### config.mk
export PLATFORM = sky130hd
export DESIGN_NAME = i3c_wrapper
export DESIGN_NICKNAME = d
export VERILOG_FILES = /design/src/hw/i3c_pkg.sv /design/src/hw/i3c_if.sv /design/src/hw/i3c_bit_engine.sv /design/src/hw/i3c_csr.sv /design/src/hw/i3c_ctrl.sv /design/src/hw/i3c_dat_mem.sv /design/src/hw/i3c_wrapper.sv
export VERILOG_INCLUDE_DIRS = /design/src /design/src/hw
export SDC_FILE = /design/constraint.sdc
export NUM_CORES = 1
export LEC_CHECK = 0
export BUFFER_PORTS_ARGS = -buffer_cell sky130_fd_sc_hd__buf_2
export CAP_MARGIN = 20
export CORE_MARGIN = 1
export CORE_UTILIZATION = 49
export CTS_CLUSTER_DIAMETER = 30
export DETAILED_ROUTE_END_ITERATION = 8
export PLACE_DENSITY = 0.67
export SYNTH_ARGS = -nofsm -noshare
export SYNTH_HDL_FRONTEND = slang
export SYNTH_SLANG_ARGS = --single-unit
### constraint.sdc
create_clock -name clk_i -period 2.6 [get_ports clk_i]
set_input_delay 0.26 -clock clk_i [delete_from_list [all_inputs] [get_ports clk_i]]
set_output_delay 0.26 -clock clk_i [all_outputs]
set_load 0.005 [all_outputs]
### src/hw/i3c_macros.svh
// I3C controller configuration: DAT size, register map and SCL timing
`ifndef I3C_MACROS_SVH
`define I3C_MACROS_SVH

// Device Address Table
`define I3C_DAT_DEPTH 16
`define I3C_DAT_AW 4

// Register word addresses
`define I3C_REG_AW 3
`define I3C_REG_CTRL 0
`define I3C_REG_STATUS 1
`define I3C_REG_CMD 2
`define I3C_REG_DAT_ADDR 3
`define I3C_REG_DAT_DATA 4

// clk_i cycles per SCL half period, 1 or more
`define I3C_SCL_HALF 2

`endif

### src/hw/i3c_pkg.sv
// I3C controller types: FSM states, bit opcodes and register word layouts
`default_nettype none

`include "i3c_macros.svh"

package i3c_pkg;

  typedef enum logic [2:0] {
    IDLE,
    FETCH,
    START,
    ADDR,
    ACK,
    DATA,
    STOP
  } ctrl_state_e;

  typedef enum logic [2:0] {
    OP_START,
    OP_BIT_OD,
    OP_BIT_PP,
    OP_ACK,
    OP_STOP
  } bit_op_e;

  typedef struct packed {
    logic        valid;
    logic [23:0] rsvd;
    logic [6:0]  dyn_addr;
  } dat_entry_t;

  typedef struct packed {
    logic [31-8-`I3C_DAT_AW:0] rsvd;
    logic [`I3C_DAT_AW-1:0]    dat_idx;
    logic [7:0]                data;
  } cmd_t;

  typedef struct packed {
    logic [26:0] rsvd;
    logic        rejected;
    logic        invalid;
    logic        nack;
    logic        done;
    logic        busy;
  } status_t;

endpackage

`default_nettype wire

### src/hw/i3c_if.sv
// I3C internal links: DAT memory access port and controller to bit engine channel
`timescale 1ns/1ps
`default_nettype none

`include "i3c_macros.svh"

interface i3c_mem_if;
  logic                   req;
  logic                   we;
  logic [`I3C_DAT_AW-1:0] addr;
  logic [31:0]            wdata;
  // Valid the cycle after req
  logic [31:0]            rdata;

  modport requester (output req, output we, output addr, output wdata, input rdata);
  modport memory (input req, input we, input addr, input wdata, output rdata);
endinterface

interface i3c_bit_if;
  logic              op_valid;
  i3c_pkg::bit_op_e  op;
  logic              tx_bit;
  logic              op_done;
  logic              rx_bit;

  modport ctrl (output op_valid, output op, output tx_bit, input op_done, input rx_bit);
  modport engine (input op_valid, input op, input tx_bit, output op_done, output rx_bit);
endinterface

`default_nettype wire

### src/hw/i3c_bit_engine.sv
// I3C bit engine: SCL and SDA shaping for START, data bits, ACK sampling and STOP
`timescale 1ns/1ps
`default_nettype none

`include "i3c_macros.svh"

module i3c_bit_engine (
  input  logic        clk_i,
  input  logic        rst_n_i,
  i3c_bit_if.engine   bus,
  input  logic        sda_i,
  output logic        scl_o,
  output logic        sda_o,
  output logic        sel_od_pp_o
);

  localparam int cnt_w = $clog2(`I3C_SCL_HALF + 1);

  i3c_pkg::bit_op_e op_q;
  logic             active_q;
  logic             tx_q;
  logic [1:0]       ph_q;
  logic [cnt_w-1:0] cnt_q;
  logic             scl_q;
  logic             sda_q;
  logic             rx_q;
  logic             done_q;
  logic             ph_end;
  logic             last_ph;

  // Line levels {scl, sda} held during a given phase of an operation
  function automatic logic [1:0] levels(input i3c_pkg::bit_op_e op, input logic [1:0] ph,
                                        input logic tx);
    logic [1:0] lv;
    case (op)
      i3c_pkg::OP_START: lv = {ph == 2'd0, 1'b0};
      i3c_pkg::OP_ACK:   lv = {ph == 2'd1, 1'b1};
      i3c_pkg::OP_STOP:  lv = {ph != 2'd0, ph == 2'd2};
      default:           lv = {ph == 2'd1, tx};
    endcase
    return lv;
  endfunction

  assign ph_end  = cnt_q == cnt_w'(`I3C_SCL_HALF - 1);
  // STOP needs an extra phase for SDA to rise with SCL high
  assign last_ph = (op_q == i3c_pkg::OP_STOP) ? (ph_q == 2'd2) : (ph_q == 2'd1);

  always_ff @(posedge clk_i or negedge rst_n_i) begin
    if (!rst_n_i) begin
      active_q <= 1'b0;
      op_q     <= i3c_pkg::OP_START;
      tx_q     <= 1'b0;
      ph_q     <= '0;
      cnt_q    <= '0;
      scl_q    <= 1'b1;
      sda_q    <= 1'b1;
      rx_q     <= 1'b0;
      done_q   <= 1'b0;
    end else begin
      done_q <= 1'b0;
      if (!active_q) begin
        if (bus.op_valid) begin
          active_q       <= 1'b1;
          op_q           <= bus.op;
          tx_q           <= bus.tx_bit;
          ph_q           <= 2'd0;
          cnt_q          <= '0;
          {scl_q, sda_q} <= levels(bus.op, 2'd0, bus.tx_bit);
        end
      end else if (!ph_end) begin
        cnt_q <= cnt_q + 1'b1;
      end else if (!last_ph) begin
        cnt_q          <= '0;
        ph_q           <= ph_q + 2'd1;
        {scl_q, sda_q} <= levels(op_q, ph_q + 2'd1, tx_q);
      end else begin
        active_q <= 1'b0;
        done_q   <= 1'b1;
        // Park SCL low between ops, bus idle after STOP
        if (op_q != i3c_pkg::OP_STOP) scl_q <= 1'b0;
        // Target drives ACK by end of the high phase
        if (op_q == i3c_pkg::OP_ACK) rx_q <= sda_i;
      end
    end
  end

  assign bus.op_done = done_q;
  assign bus.rx_bit  = rx_q;

  assign scl_o       = scl_q;
  assign sda_o       = sda_q;
  assign sel_od_pp_o = active_q && (op_q == i3c_pkg::OP_BIT_PP);

endmodule

`default_nettype wire

### src/hw/i3c_csr.sv
// I3C register block: host strobe decode, DAT access, command launch and sticky status
`timescale 1ns/1ps
`default_nettype none

`include "i3c_macros.svh"

module i3c_csr (
  input  logic                   clk_i,
  input  logic                   rst_n_i,
  input  logic                   reg_we_i,
  input  logic                   reg_re_i,
  input  logic [`I3C_REG_AW-1:0] reg_addr_i,
  input  logic [31:0]            reg_wdata_i,
  output logic [31:0]            reg_rdata_o,
  i3c_mem_if.requester           mem,
  output logic                   cmd_go_o,
  output i3c_pkg::cmd_t          cmd_o,
  input  logic                   busy_i,
  input  logic                   done_i,
  input  logic                   nack_i,
  input  logic                   invalid_i
);

  logic                   wr_dat;
  logic                   rd_dat;
  logic                   ctrl_en_q;
  logic [`I3C_DAT_AW-1:0] dat_addr_q;
  logic                   done_q;
  logic                   nack_q;
  logic                   invalid_q;
  logic                   rejected_q;
  logic                   dat_rd_q;
  logic [31:0]            rdata_q;
  i3c_pkg::cmd_t          cmd_q;
  i3c_pkg::status_t       status;

  assign wr_dat = reg_we_i && (reg_addr_i == `I3C_REG_DAT_DATA);
  assign rd_dat = reg_re_i && (reg_addr_i == `I3C_REG_DAT_DATA);

  // Host reaches the DAT only between transfers
  assign mem.req   = (wr_dat | rd_dat) & ~busy_i;
  assign mem.we    = wr_dat;
  assign mem.addr  = dat_addr_q;
  assign mem.wdata = reg_wdata_i;

  assign cmd_go_o = reg_we_i && (reg_addr_i == `I3C_REG_CMD) && ctrl_en_q && !busy_i;
  assign cmd_o    = reg_wdata_i;

  always_comb begin
    status          = '0;
    status.busy     = busy_i;
    status.done     = done_q;
    status.nack     = nack_q;
    status.invalid  = invalid_q;
    status.rejected = rejected_q;
  end

  always_ff @(posedge clk_i or negedge rst_n_i) begin
    if (!rst_n_i) begin
      ctrl_en_q  <= 1'b0;
      dat_addr_q <= '0;
      done_q     <= 1'b0;
      nack_q     <= 1'b0;
      invalid_q  <= 1'b0;
      rejected_q <= 1'b0;
      dat_rd_q   <= 1'b0;
    end else begin
      if (reg_we_i && (reg_addr_i == `I3C_REG_CTRL)) begin
        ctrl_en_q <= reg_wdata_i[0];
      end
      if (reg_we_i && (reg_addr_i == `I3C_REG_DAT_ADDR)) begin
        dat_addr_q <= reg_wdata_i[`I3C_DAT_AW-1:0];
      end
      // New command wipes the previous outcome
      if (cmd_go_o) begin
        done_q     <= 1'b0;
        nack_q     <= 1'b0;
        invalid_q  <= 1'b0;
        rejected_q <= 1'b0;
      end else begin
        if (done_i) done_q <= 1'b1;
        if (nack_i) nack_q <= 1'b1;
        if (invalid_i) invalid_q <= 1'b1;
        if ((wr_dat | rd_dat) & busy_i) rejected_q <= 1'b1;
      end
      dat_rd_q <= rd_dat & ~busy_i;
    end
  end

  always_ff @(posedge clk_i) begin
    if (cmd_go_o) begin
      cmd_q <= cmd_o;
    end
    if (reg_re_i) begin
      case (reg_addr_i)
        `I3C_REG_CTRL:     rdata_q <= {31'b0, ctrl_en_q};
        `I3C_REG_STATUS:   rdata_q <= status;
        `I3C_REG_CMD:      rdata_q <= cmd_q;
        `I3C_REG_DAT_ADDR: rdata_q <= 32'(dat_addr_q);
        default:           rdata_q <= '0;
      endcase
    end
  end

  // DAT words come straight from the memory, already one cycle late
  assign reg_rdata_o = dat_rd_q ? mem.rdata : rdata_q;

endmodule

`default_nettype wire

### src/hw/i3c_ctrl.sv
// I3C controller FSM: DAT entry fetch and private write sequencing
`timescale 1ns/1ps
`default_nettype none

module i3c_ctrl (
  input  logic                 clk_i,
  input  logic                 rst_n_i,
  input  logic                 cmd_go_i,
  input  i3c_pkg::cmd_t        cmd_i,
  i3c_mem_if.requester         mem,
  i3c_bit_if.ctrl              bus,
  output logic                 busy_o,
  output logic                 done_o,
  output logic                 nack_o,
  output logic                 invalid_o
);

  i3c_pkg::ctrl_state_e state_q;
  i3c_pkg::cmd_t        cmd_q;
  i3c_pkg::dat_entry_t  entry;
  i3c_pkg::bit_op_e     op_q;
  logic                 req_q;
  logic [8:0]           sh_q;
  logic [3:0]           cnt_q;
  logic                 nack_seen_q;
  logic                 op_valid_q;
  logic                 done_q;
  logic                 nack_q;
  logic                 invalid_q;

  assign entry = mem.rdata;

  assign mem.req   = req_q;
  assign mem.we    = 1'b0;
  assign mem.addr  = cmd_q.dat_idx;
  assign mem.wdata = '0;

  // Next bit to send is always the top of the shifter
  assign bus.op_valid = op_valid_q;
  assign bus.op       = op_q;
  assign bus.tx_bit   = sh_q[8];

  assign busy_o    = state_q != i3c_pkg::IDLE;
  assign done_o    = done_q;
  assign nack_o    = nack_q;
  assign invalid_o = invalid_q;

  always_ff @(posedge clk_i) begin
    if ((state_q == i3c_pkg::IDLE) && cmd_go_i) begin
      cmd_q <= cmd_i;
    end
  end

  always_ff @(posedge clk_i or negedge rst_n_i) begin
    if (!rst_n_i) begin
      state_q     <= i3c_pkg::IDLE;
      op_q        <= i3c_pkg::OP_START;
      req_q       <= 1'b0;
      sh_q        <= '0;
      cnt_q       <= '0;
      nack_seen_q <= 1'b0;
      op_valid_q  <= 1'b0;
      done_q      <= 1'b0;
      nack_q      <= 1'b0;
      invalid_q   <= 1'b0;
    end else begin
      op_valid_q <= 1'b0;
      done_q     <= 1'b0;
      nack_q     <= 1'b0;
      invalid_q  <= 1'b0;
      case (state_q)
        i3c_pkg::IDLE: begin
          if (cmd_go_i) begin
            req_q       <= 1'b1;
            nack_seen_q <= 1'b0;
            state_q     <= i3c_pkg::FETCH;
          end
        end
        i3c_pkg::FETCH: begin
          // First cycle issues the read, second one sees the entry
          if (req_q) begin
            req_q <= 1'b0;
          end else if (!entry.valid) begin
            invalid_q <= 1'b1;
            state_q   <= i3c_pkg::IDLE;
          end else begin
            sh_q       <= {entry.dyn_addr, 2'b00};
            op_valid_q <= 1'b1;
            op_q       <= i3c_pkg::OP_START;
            state_q    <= i3c_pkg::START;
          end
        end
        i3c_pkg::START: begin
          if (bus.op_done) begin
            op_valid_q <= 1'b1;
            op_q       <= i3c_pkg::OP_BIT_OD;
            cnt_q      <= 4'd7;
            state_q    <= i3c_pkg::ADDR;
          end
        end
        i3c_pkg::ADDR: begin
          if (bus.op_done) begin
            op_valid_q <= 1'b1;
            if (cnt_q != 0) begin
              sh_q  <= {sh_q[7:0], 1'b0};
              cnt_q <= cnt_q - 4'd1;
              op_q  <= i3c_pkg::OP_BIT_OD;
            end else begin
              op_q    <= i3c_pkg::OP_ACK;
              state_q <= i3c_pkg::ACK;
            end
          end
        end
        i3c_pkg::ACK: begin
          if (bus.op_done) begin
            op_valid_q <= 1'b1;
            if (bus.rx_bit) begin
              nack_seen_q <= 1'b1;
              op_q        <= i3c_pkg::OP_STOP;
              state_q     <= i3c_pkg::STOP;
            end else begin
              // Data byte then T-bit with odd parity
              sh_q    <= {cmd_q.data, ~^cmd_q.data};
              cnt_q   <= 4'd8;
              op_q    <= i3c_pkg::OP_BIT_PP;
              state_q <= i3c_pkg::DATA;
            end
          end
        end
        i3c_pkg::DATA: begin
          if (bus.op_done) begin
            op_valid_q <= 1'b1;
            if (cnt_q != 0) begin
              sh_q  <= {sh_q[7:0], 1'b0};
              cnt_q <= cnt_q - 4'd1;
              op_q  <= i3c_pkg::OP_BIT_PP;
            end else begin
              op_q    <= i3c_pkg::OP_STOP;
              state_q <= i3c_pkg::STOP;
            end
          end
        end
        i3c_pkg::STOP: begin
          if (bus.op_done) begin
            state_q <= i3c_pkg::IDLE;
            if (nack_seen_q) nack_q <= 1'b1;
            else done_q <= 1'b1;
          end
        end
        default: state_q <= i3c_pkg::IDLE;
      endcase
    end
  end

endmodule

`default_nettype wire

### src/hw/i3c_dat_mem.sv
// I3C Device Address Table: single-port synchronous RAM shared by host and controller
`timescale 1ns/1ps
`default_nettype none

`include "i3c_macros.svh"

module i3c_dat_mem (
  input  logic       clk_i,
  input  logic       rst_n_i,
  i3c_mem_if.memory  host,
  i3c_mem_if.memory  fetch
);

  logic [31:0]            mem_q [`I3C_DAT_DEPTH];
  logic                   port_req;
  logic                   port_we;
  logic [`I3C_DAT_AW-1:0] port_addr;
  logic [31:0]            port_wdata;
  logic [31:0]            rdata_q;
  logic                   host_rsp_q;
  logic                   fetch_rsp_q;

  // Controller fetch takes the port over the host
  assign port_req   = fetch.req | host.req;
  assign port_we    = fetch.req ? fetch.we : host.we;
  assign port_addr  = fetch.req ? fetch.addr : host.addr;
  assign port_wdata = fetch.req ? fetch.wdata : host.wdata;

  always_ff @(posedge clk_i or negedge rst_n_i) begin
    if (!rst_n_i) begin
      for (int i = 0; i < `I3C_DAT_DEPTH; i++) begin
        mem_q[i] <= '0;
      end
      rdata_q     <= '0;
      host_rsp_q  <= 1'b0;
      fetch_rsp_q <= 1'b0;
    end else begin
      host_rsp_q  <= host.req & ~fetch.req;
      fetch_rsp_q <= fetch.req;
      if (port_req) begin
        if (port_we) mem_q[port_addr] <= port_wdata;
        else rdata_q <= mem_q[port_addr];
      end
    end
  end

  assign host.rdata  = host_rsp_q ? rdata_q : '0;
  assign fetch.rdata = fetch_rsp_q ? rdata_q : '0;

endmodule

`default_nettype wire

### src/hw/i3c_wrapper.sv
// I3C controller subsystem top: register port, controller core, DAT memory and bus pins
`timescale 1ns/1ps
`default_nettype none

`include "i3c_macros.svh"

module i3c_wrapper (
  input  logic                   clk_i,
  input  logic                   rst_n_i,
  input  logic                   reg_we_i,
  input  logic                   reg_re_i,
  input  logic [`I3C_REG_AW-1:0] reg_addr_i,
  input  logic [31:0]            reg_wdata_i,
  output logic [31:0]            reg_rdata_o,
  // Bus pins exposed for Verilator, no IO cell
  input  logic                   sda_i,
  output logic                   scl_o,
  output logic                   sda_o,
  output logic                   sel_od_pp_o
);

  logic          cmd_go;
  i3c_pkg::cmd_t cmd;
  logic          busy;
  logic          done;
  logic          nack;
  logic          invalid;

  // DAT access from host and controller
  i3c_mem_if host_mem ();
  i3c_mem_if fetch_mem ();

  i3c_bit_if bit_bus ();

  i3c_csr i3c_csr_i (
    .clk_i       (clk_i),
    .rst_n_i     (rst_n_i),
    .reg_we_i    (reg_we_i),
    .reg_re_i    (reg_re_i),
    .reg_addr_i  (reg_addr_i),
    .reg_wdata_i (reg_wdata_i),
    .reg_rdata_o (reg_rdata_o),
    .mem         (host_mem.requester),
    .cmd_go_o    (cmd_go),
    .cmd_o       (cmd),
    .busy_i      (busy),
    .done_i      (done),
    .nack_i      (nack),
    .invalid_i   (invalid)
  );

  i3c_dat_mem i3c_dat_mem_i (
    .clk_i   (clk_i),
    .rst_n_i (rst_n_i),
    .host    (host_mem.memory),
    .fetch   (fetch_mem.memory)
  );

  i3c_ctrl i3c_ctrl_i (
    .clk_i     (clk_i),
    .rst_n_i   (rst_n_i),
    .cmd_go_i  (cmd_go),
    .cmd_i     (cmd),
    .mem       (fetch_mem.requester),
    .bus       (bit_bus.ctrl),
    .busy_o    (busy),
    .done_o    (done),
    .nack_o    (nack),
    .invalid_o (invalid)
  );

  i3c_bit_engine i3c_bit_engine_i (
    .clk_i       (clk_i),
    .rst_n_i     (rst_n_i),
    .bus         (bit_bus.engine),
    .sda_i       (sda_i),
    .scl_o       (scl_o),
    .sda_o       (sda_o),
    .sel_od_pp_o (sel_od_pp_o)
  );

endmodule

`default_nettype wire

==> results of run 1 <==
==> stage by stage <==
| step | total power, W | hold slack, ns |
|---|---|---|
| 2_1_floorplan | 0.01639 | -0.03559 |
| 3_3_place_gp | 0.01901 | 0.2659 |
| 3_5_place_dp | 0.01920 | 0.2684 |
| 4_1_cts | 0.03760 | 0.01298 |
| 5_1_grt | 0.03893 | 0.05678 |
| 6_report | 0.03758 | 0.05345 |
==> worst max-delay path by stage <==
stage	start	end	slack, ns	depth (start not counted)
2_1_floorplan	i3c_ctrl_i.cnt_q[0]	i3c_ctrl_i.sh_q[7]	0.39	7
6_report	i3c_ctrl_i.mem.req	i3c_dat_mem_i.rdata_q[16]	0.05	6
3_3_place_gp	i3c_ctrl_i.mem.req	i3c_dat_mem_i.rdata_q[0]	-0.03	7
3_5_place_dp	i3c_ctrl_i.mem.req	i3c_dat_mem_i.rdata_q[0]	-0.08	7
5_1_grt	i3c_ctrl_i.mem.req	i3c_dat_mem_i.rdata_q[14]	-0.02	6
4_1_cts	i3c_ctrl_i.mem.req	i3c_dat_mem_i.rdata_q[17]	0.02	6
==> repair_timing <==
item	4_1_cts	5_1_grt
resized for setup	3	20
setup buffers	0	0
setup endpoints to repair	3	68
hold buffers	37	0
hold endpoints to repair	129	0
pin swaps	0	1
==> area by class of cell <==
class,instances,area share [%]
sequential,658,46.24
multi-input combinational,1994,31.81
clock buffer,182,11.20
timing repair buffer,217,5.233
tap,773,2.663
clock inverter,78,2.394
inverter,45,0.4651
==> sequential cells by signal, summed over array words and instances (netlist names), 2 cells and up <==
register and count:
i3c_bit_engine_i.cnt_q 2, i3c_bit_engine_i.op_q 3, i3c_bit_engine_i.ph_q 2, i3c_csr_i.cmd_q 32, i3c_csr_i.mem.addr 4, i3c_csr_i.rdata_q 32, i3c_ctrl_i.bus.op 3, i3c_ctrl_i.cnt_q 4
i3c_ctrl_i.sh_q 9, i3c_ctrl_i.state_q 3, i3c_dat_mem_i.mem_q 512, i3c_dat_mem_i.rdata_q 32
==> critical path, stage by stage (launching register included) <==
cell       delay, ns
dfrtp_4         0.57
nor3b_2         0.21
buf_4           0.33
o21a_1          0.27
a2111oi_0       0.54
o22ai_1         0.20
o31a_1          0.27
==> kinds of logic (layout without fill, tap and decap cells) <==
kind of cell	count (synthesis)	in the layout
buffers and inverters	312	522
and+or+nand+nor	767	767
muxes	18	18
AOI/OAI and AO/OA	1196	1196
DFF	658	658
xor gates and xnor gates	9	9
adders and majority gates	4	4
==> layer usage <==
layer / global-route usage, % / part of all wire [%] / routed length (um)
met5: 0 / 0 / 0
met4: 12.78 / 3.2 / 2900
met3: 6.023 / 8.1 / 7349
met2: 47.31 / 46 / 41640
met1: 41.31 / 43 / 38460
==> cell usage in the layout (no fill, tap or decap), drive strengths merged, types with 32 or more instances in the layout <==
cell / instances
a2111oi: 96
a21oi: 45
a22oi: 67
buf: 180
clkbuf: 182
clkinv: 33
dfrtp: 592
dlygate4sd3: 37
edfxtp: 64
inv: 58
nand2: 566
nand2b: 35
o21a: 286
o21ai: 602
o22ai: 35
o31a: 32
or2: 36
==> where the power goes <==
part / total (W) / internal (W) / switching (W)
Sequential: 0.0126 / 0.0117 / 0.000930
Clock: 0.0183 / 0.0124 / 0.00586
Combinational: 0.00669 / 0.00222 / 0.00447
==> summary.txt, run 1 <==
Worst setup path
  – Critical path class: reg2reg
  – CP Data Arrival Time: 3.14 ns
  – Worst R2R End: i3c_dat_mem_i.rdata_q[16]
  – Crit Path Max Fanout: 43
  – Kind of end point of the critical path: flop
  – Worst setup SP type: flop
  – Worst R2R Path Depth: 6
  – Reg-to-reg critical path startpoint: i3c_ctrl_i.mem.req
  – R2R setup slack: 0.05 ns
  – WP data required: 3.20 ns

STA
  – Clk_skew: 0.03442 ns
  – Final period util: a little over nine tenths
  – Worst setup margin: 0.05379 ns
  – Final setup fails: 0
  – Max frequency: around 390 MHz
  – Unrepaired setup endpoints after global routing: yes
  – Final Hold Vio Count: 0
  – Count of pins over their slew limit: 0
  – Setup TNS: 0 ns
  – Final worst path period need: 2.546 ns
  – Rel. slew slack: 42.60%
  – Worst-Margin Slew: 0.8610 ns

Worst hold path
  – Worst Hold Path EP: i3c_csr_i.rdata_q[1]
  – Hold Path Origin: reg_addr_i[0]
  – WHS Path Cells: 3
  – Worst Hold Class: in2reg

Detailed routing
  – Detail-routed via count per cell: between 6 and 7
  – DRT Pass-1 Iters: 8
  – Post-Route WL: 90.35 mm
  – Final ANT Viol Nets: 0
  – WL/cell: around 23 um
  – Via count: 23900
  – Remaining DRCs: 6
  – Initial DRC Count: about 2200

Clock network
  – Worst-path clk slew: 0.05 ns
  – H-tree levels: 4
  – Num CTS Buffers: 140
  – CTS Sinks: 658
  – CTS Buffer Depth: 3
  – Root buffer cell: clkbuf_16
  – Clock latency on the worst-skew pair: 0.72 ns
  – TritonCTS clock tree: done

Logic synthesis
  – Synth Warn #: 0
  – XOR/XNOR Fraction of Synth Area: 0.2671%
  – Mux contribution to synthesized area: 0.6826%
  – Post-synthesis sequential area ratio: 56.89%
  – Cells after synthesis: approximately 3000
  – Fraction of registers with async set/reset: 90.27%
  – Post-synth top area cell: dfrtp_1
  – Most numerous cell in the Yosys netlist: dfrtp_1
  – Syn Nets: 3008
  – Synth area leaders: dfrtp_1 50%, o21a_1 7.3%, nand2_1 7.2%
  – Post-synth top cells: 592 x dfrtp_1, 566 x nand2_1, 337 x o21ai_1
  – Prevailing post-synth register cell: dfrtp_1
  – Compound-cell area share of the yosys netlist: between 20% and 30%
  – Distinct cells, synth: between 60 and 70
  – Adder and majority cell fraction of the synthesized area: 0.1696%
  – Syn_area_per_cell: 9.956 um^2
  – FF+latch count, synth: 658
  – Post-synthesis simple-gate area fraction: about an eighth
  – Yosys top cell area share: 50.20%
  – Cell Area, Synth: 29510 um^2
  – Combinational family with the most area after synthesis: compound AO/OA/AOI/OAI gates
  – Post-synth EDFFs: 64

Final layout
  – Area grow syn2layout: 23.06%
  – Post-route cell area: 36320 um^2
  – Fin util: between 60% and 70%
  – Register Area: 16790 um^2
  – Layout cells sized above 1: between 15 and 20%
  – Multi-input gate area: 11550 um^2
  – Layout net count: 3100
  – Fill cells: 4786
  – Ant diodes: 0
  – Fin cells: 3947

Placement
  – Placer Congestion: around 0.84
  – Hpwl dp: 51.03 mm
  – Pre-CTS WS: -0.08218 ns
  – PortBufs: 74
  – Placed Area: 30950 um^2
  – Post-Place Cells: 3650

Floorplanning
  – Die H: 247.4 um
  – Initial core utilization: 49.81%
  – I/O pin count: 75
  – Num rows: 89
  – Core box area: slightly below 60000 um^2
  – Chip width: approximately 250 um
  – Die area: 61210 um^2

Global routing
  – Largest net degree at the start of global routing: 92
  – GRT overflow: 0
  – Initial antenna violation count: 0
  – Vias in the first global route: ~24000
  – Global-route wire length before repair: 140.6 mm
  – Total Routing Usage GR: 30.31%

Power
  – Maximum VDD drop: 0.0005691 V
  – Pleak: 15.65 nW
  – Pwr/cell area: 1035 nW/um^2

Job
  – Max-Cap Viols: 0

Outcome
  – Status: finished with violations
  – Failing checks: design-rule violations
No activity file was read; power rests on OpenSTA's default activity.
==> inputs of run 2 (changes only) <==
CELL_PAD_IN_SITES_DETAIL_PLACEMENT = 2   (was not set)
CELL_PAD_IN_SITES_GLOBAL_PLACEMENT = 2   (was not set)
CORE_UTILIZATION = 41   (was 49)
PLACE_DENSITY = 0.81   (was 0.67)
==> run 2 against run 1 <==
Net effect:
- largest power group unchanged
- the run ends with negative setup slack left
- core utilization decreased by 9.3 points
- register-to-register slack got worse by 0.53 ns
- total power increased by 11%
- cell count increased by 5.0%
==> summary.txt, run 2 (synthesized netlist as in run 1, its figures left out) <==
Job
  – Max-Cap Viols: 0 (unchanged)

Global routing
  – GR Util met3: 10.32% (+4.3 points)
  – Largest net degree at the start of global routing: 111 (+21%)
  – GRT overflow: 0 (unchanged)
  – Global-route wire length before repair: 223.9 mm (+59%)
  – Total Routing Usage GR: 41.44% (+11 points)
  – Initial antenna violation count: 9 (+9)
  – Most used routing layer: met2
  – Vias in the first global route: 31930 (+34%)
  – Global Route met2 Usage: 66.05% (+19 points)
  – Grt met1 use: 48.51% (+7.2 points)

STA
  – Unrepaired setup endpoints after global routing: yes
  – Setup TNS: -2.136 ns (-2.136 ns)
  – Worst setup margin: -0.4801 ns (-0.5339 ns)
  – Worst-Margin Slew: 1.106 ns (+0.2449 ns)
  – Count of pins over their slew limit: 0 (unchanged)
  – Max frequency: 324.7 MHz (-17%)
  – Rel. slew slack: 25.49% (-17 points)
  – Final period util: 118.5% (+21 points)
  – Clk_skew: 0.04388 ns (+0.009456 ns)
  – Final setup fails: 21 (+21)
  – Final worst path period need: 3.080 ns (+0.5339 ns)
  – Final Hold Vio Count: 0 (unchanged)

Worst setup path
  – WP data required: 3.12 ns (-0.08 ns)
  – Crit Path Max Fanout: 32 (-26%)
  – Kind of end point of the critical path: flop
  – Reg-to-reg critical path startpoint: i3c_ctrl_i.mem.req
  – CP Data Arrival Time: 3.60 ns (+0.46 ns)
  – Crit path launch: i3c_ctrl_i.mem.req
  – Worst setup SP type: flop
  – Critical path class: reg2reg

Outcome
  – Failing checks: negative setup slack
  – Status: finished with violations

Floorplanning
  – Die area: 73050 um^2 (+19%)
  – I/O pin count: 75 (unchanged)
  – Num rows: 98 (+10%)
  – Die H: 270.3 um (+9.2%)
  – Chip width: 270.3 um (+9.2%)
  – Core box area: 71360 um^2 (+20%)
  – Initial core utilization: 41.35% (-8.5 points)

Clock network
  – Worst-path clk slew: 0.06 ns (about the same)
  – Num CTS Buffers: 145 (+3.6%)
  – H-tree levels: 4 (unchanged)
  – TritonCTS clock tree: done
  – CTS Sinks: 658 (unchanged)
  – Clock latency on the worst-skew pair: 0.74 ns (+0.02 ns)
  – CTS Buffer Depth: 3 (unchanged)
  – Root buffer cell: clkbuf_16

Power
  – Maximum VDD drop: 0.0007109 V (+25%)
  – Cell-internal power: 0.02748 W (+4.4%)
  – Clk pwr share: 48.6% (about the same)
  – Comb power frac: 20.3% (+2.5 points)
  – Pleak: 15.94 nW (+1.8%)
  – Pwr/cell area: 1123 nW/um^2 (+8.5%)
  – Seq pwr share: 31.1% (-2.5 points)
  – Sw frac: 34.09% (+4.1 points)
  – Net Switching: 0.01421 W (+26%)

Final layout
  – Area grow syn2layout: 25.80%
  – Layout cells sized above 1: 17.39% (+1.2 points)
  – Commonest non-fill, non-tap cell in the layout: dfrtp_1
  – Max reg flops: 512 (unchanged)
  – Layout net count: 3120 (+0.65%)
  – Reg with most FFs: i3c_dat_mem_i.mem_q
  – Most frequent cells in the layout: 589 x dfrtp_1, 566 x nand2_1, 337 x o21ai_1
  – Fill cells: 6886 (+44%)

Worst hold path
  – Worst Hold Class: in2async

Detailed routing
  – Post-Route WL: 154.9 mm (+71%)
  – Via count: 28040 (+17%)
  – Final ANT Viol Nets: 0 (unchanged)
  – Initial DRC Count: 2927 (+34%)
  – Detail-routed via count per cell: 6.764 (+12%)
  – WL/cell: 37.36 um (+63%)
  – Remaining DRCs: 0 (-6)
  – DRT Pass-1 Iters: 5 (-3)

Placement
  – Pre-CTS WS: -0.02916 ns (+0.05302 ns)
  – PortBufs: 74 (unchanged)
  – Placer Congestion: 0.8034 (-4.1%)
  – Hpwl dp: 67.31 mm (+32%)
[run 2: changes by cell type in the layout (fill, tap and decap cells not counted), moves of 5 or more]
cell        before  now
clkinvlp_4      18    8
clkbuf_8        15   23
clkbuf_1        15   25
clkinv_4         8    3
o21ai_0        265  260
buf_6            1   13
a2111oi_1        6   24
bufinv_16       14   21
a2111oi_0       84   49
o21ai_2          0    5
a2111oi_2        6   21
inv_6           11    3
[run 2: timing repair]
action / in CTS / in global routing
gates resized for setup: 38 / 72
hold endpoints to repair: 180 / 0
cloned: 0 / 1
endpoints found under the setup margin: 145 / 152
pin swaps: 0 / 1
hold buffers: 36 / 0
setup buffers: 0 / 6
[run 2: per-stage QoR]
stage / cells / power [W] / hold slack [ns] / area, um^2 / utilization [%]
2_1_floorplan: 2964 / 0.01639 / -0.03559 / 29510 / -
3_3_place_gp: 3836 / 0.01936 / 0.1991 / 31230 / 43.76
3_5_place_dp: 3836 / 0.01987 / 0.2046 / 31230 / 43.76
4_1_cts: 4135 / 0.04053 / 0.05907 / 36800 / 51.57
5_1_grt: 4144 / 0.04222 / 0.06475 / 37120 / 52.02
6_report: 4145 / 0.04168 / 0.04978 / 37130 / 52.02
[run 2: worst paths after layout]
path                       depth (start not counted)                           end  slack, ns
min in group clk_i                                 2          i3c_csr_i.rdata_q[0]       0.15
max reg2reg                                        6      i3c_dat_mem_i.mem_q[351]      -0.48
max                                                6      i3c_dat_mem_i.mem_q[351]      -0.48
max in group asynchronous                          3      i3c_dat_mem_i.mem_q[266]       1.39
min reg2reg                                        2      i3c_dat_mem_i.mem_q[407]       0.48
min                                                2  i3c_bit_engine_i.bus.op_done       0.05
[run 2: routing by layer]
metal | vias up | share of wire (%)
met4 | 6 | 7.4
met1 | 14540 | 37
met2 | 1924 | 47
li1 | 10800 | -
met3 | 768 | 8.8
met5 | - | 0.016
[run 2: power by group through the flow]
stage	sequential (W)	clock, W	combinational (W)
after floorplan	0.0123	0	0.00406
after global placement	0.0127	0	0.00668
after detailed placement	0.0128	0	0.00705
after CTS	0.0128	0.0200	0.00770
after global routing	0.0130	0.0206	0.00859
final	0.0130	0.0202	0.00846
[run 2: worst max-delay path, stage by stage (launching register included)]
cell	delay, ns
dfrtp_2	0.48
buf_6	0.29
nor4_4	0.42
buf_12	0.27
nand4_4	0.12
buf_4	0.32
o21ai_0	0.93
[run 2: cell type report]
class,count,area (um^2),share of cell area [%]
Multi-Input combinational cell,1994,11760,31.67
Clock buffer,200,4225,11.38
Timing Repair Buffer,232,2082,5.608
Clock inverter,63,904.6,2.437
Inverter,45,168.9,0.4550
Antenna cell,3,7.507,0.02022
Tap cell,950,1189,3.202
Sequential cell,658,16790,45.23
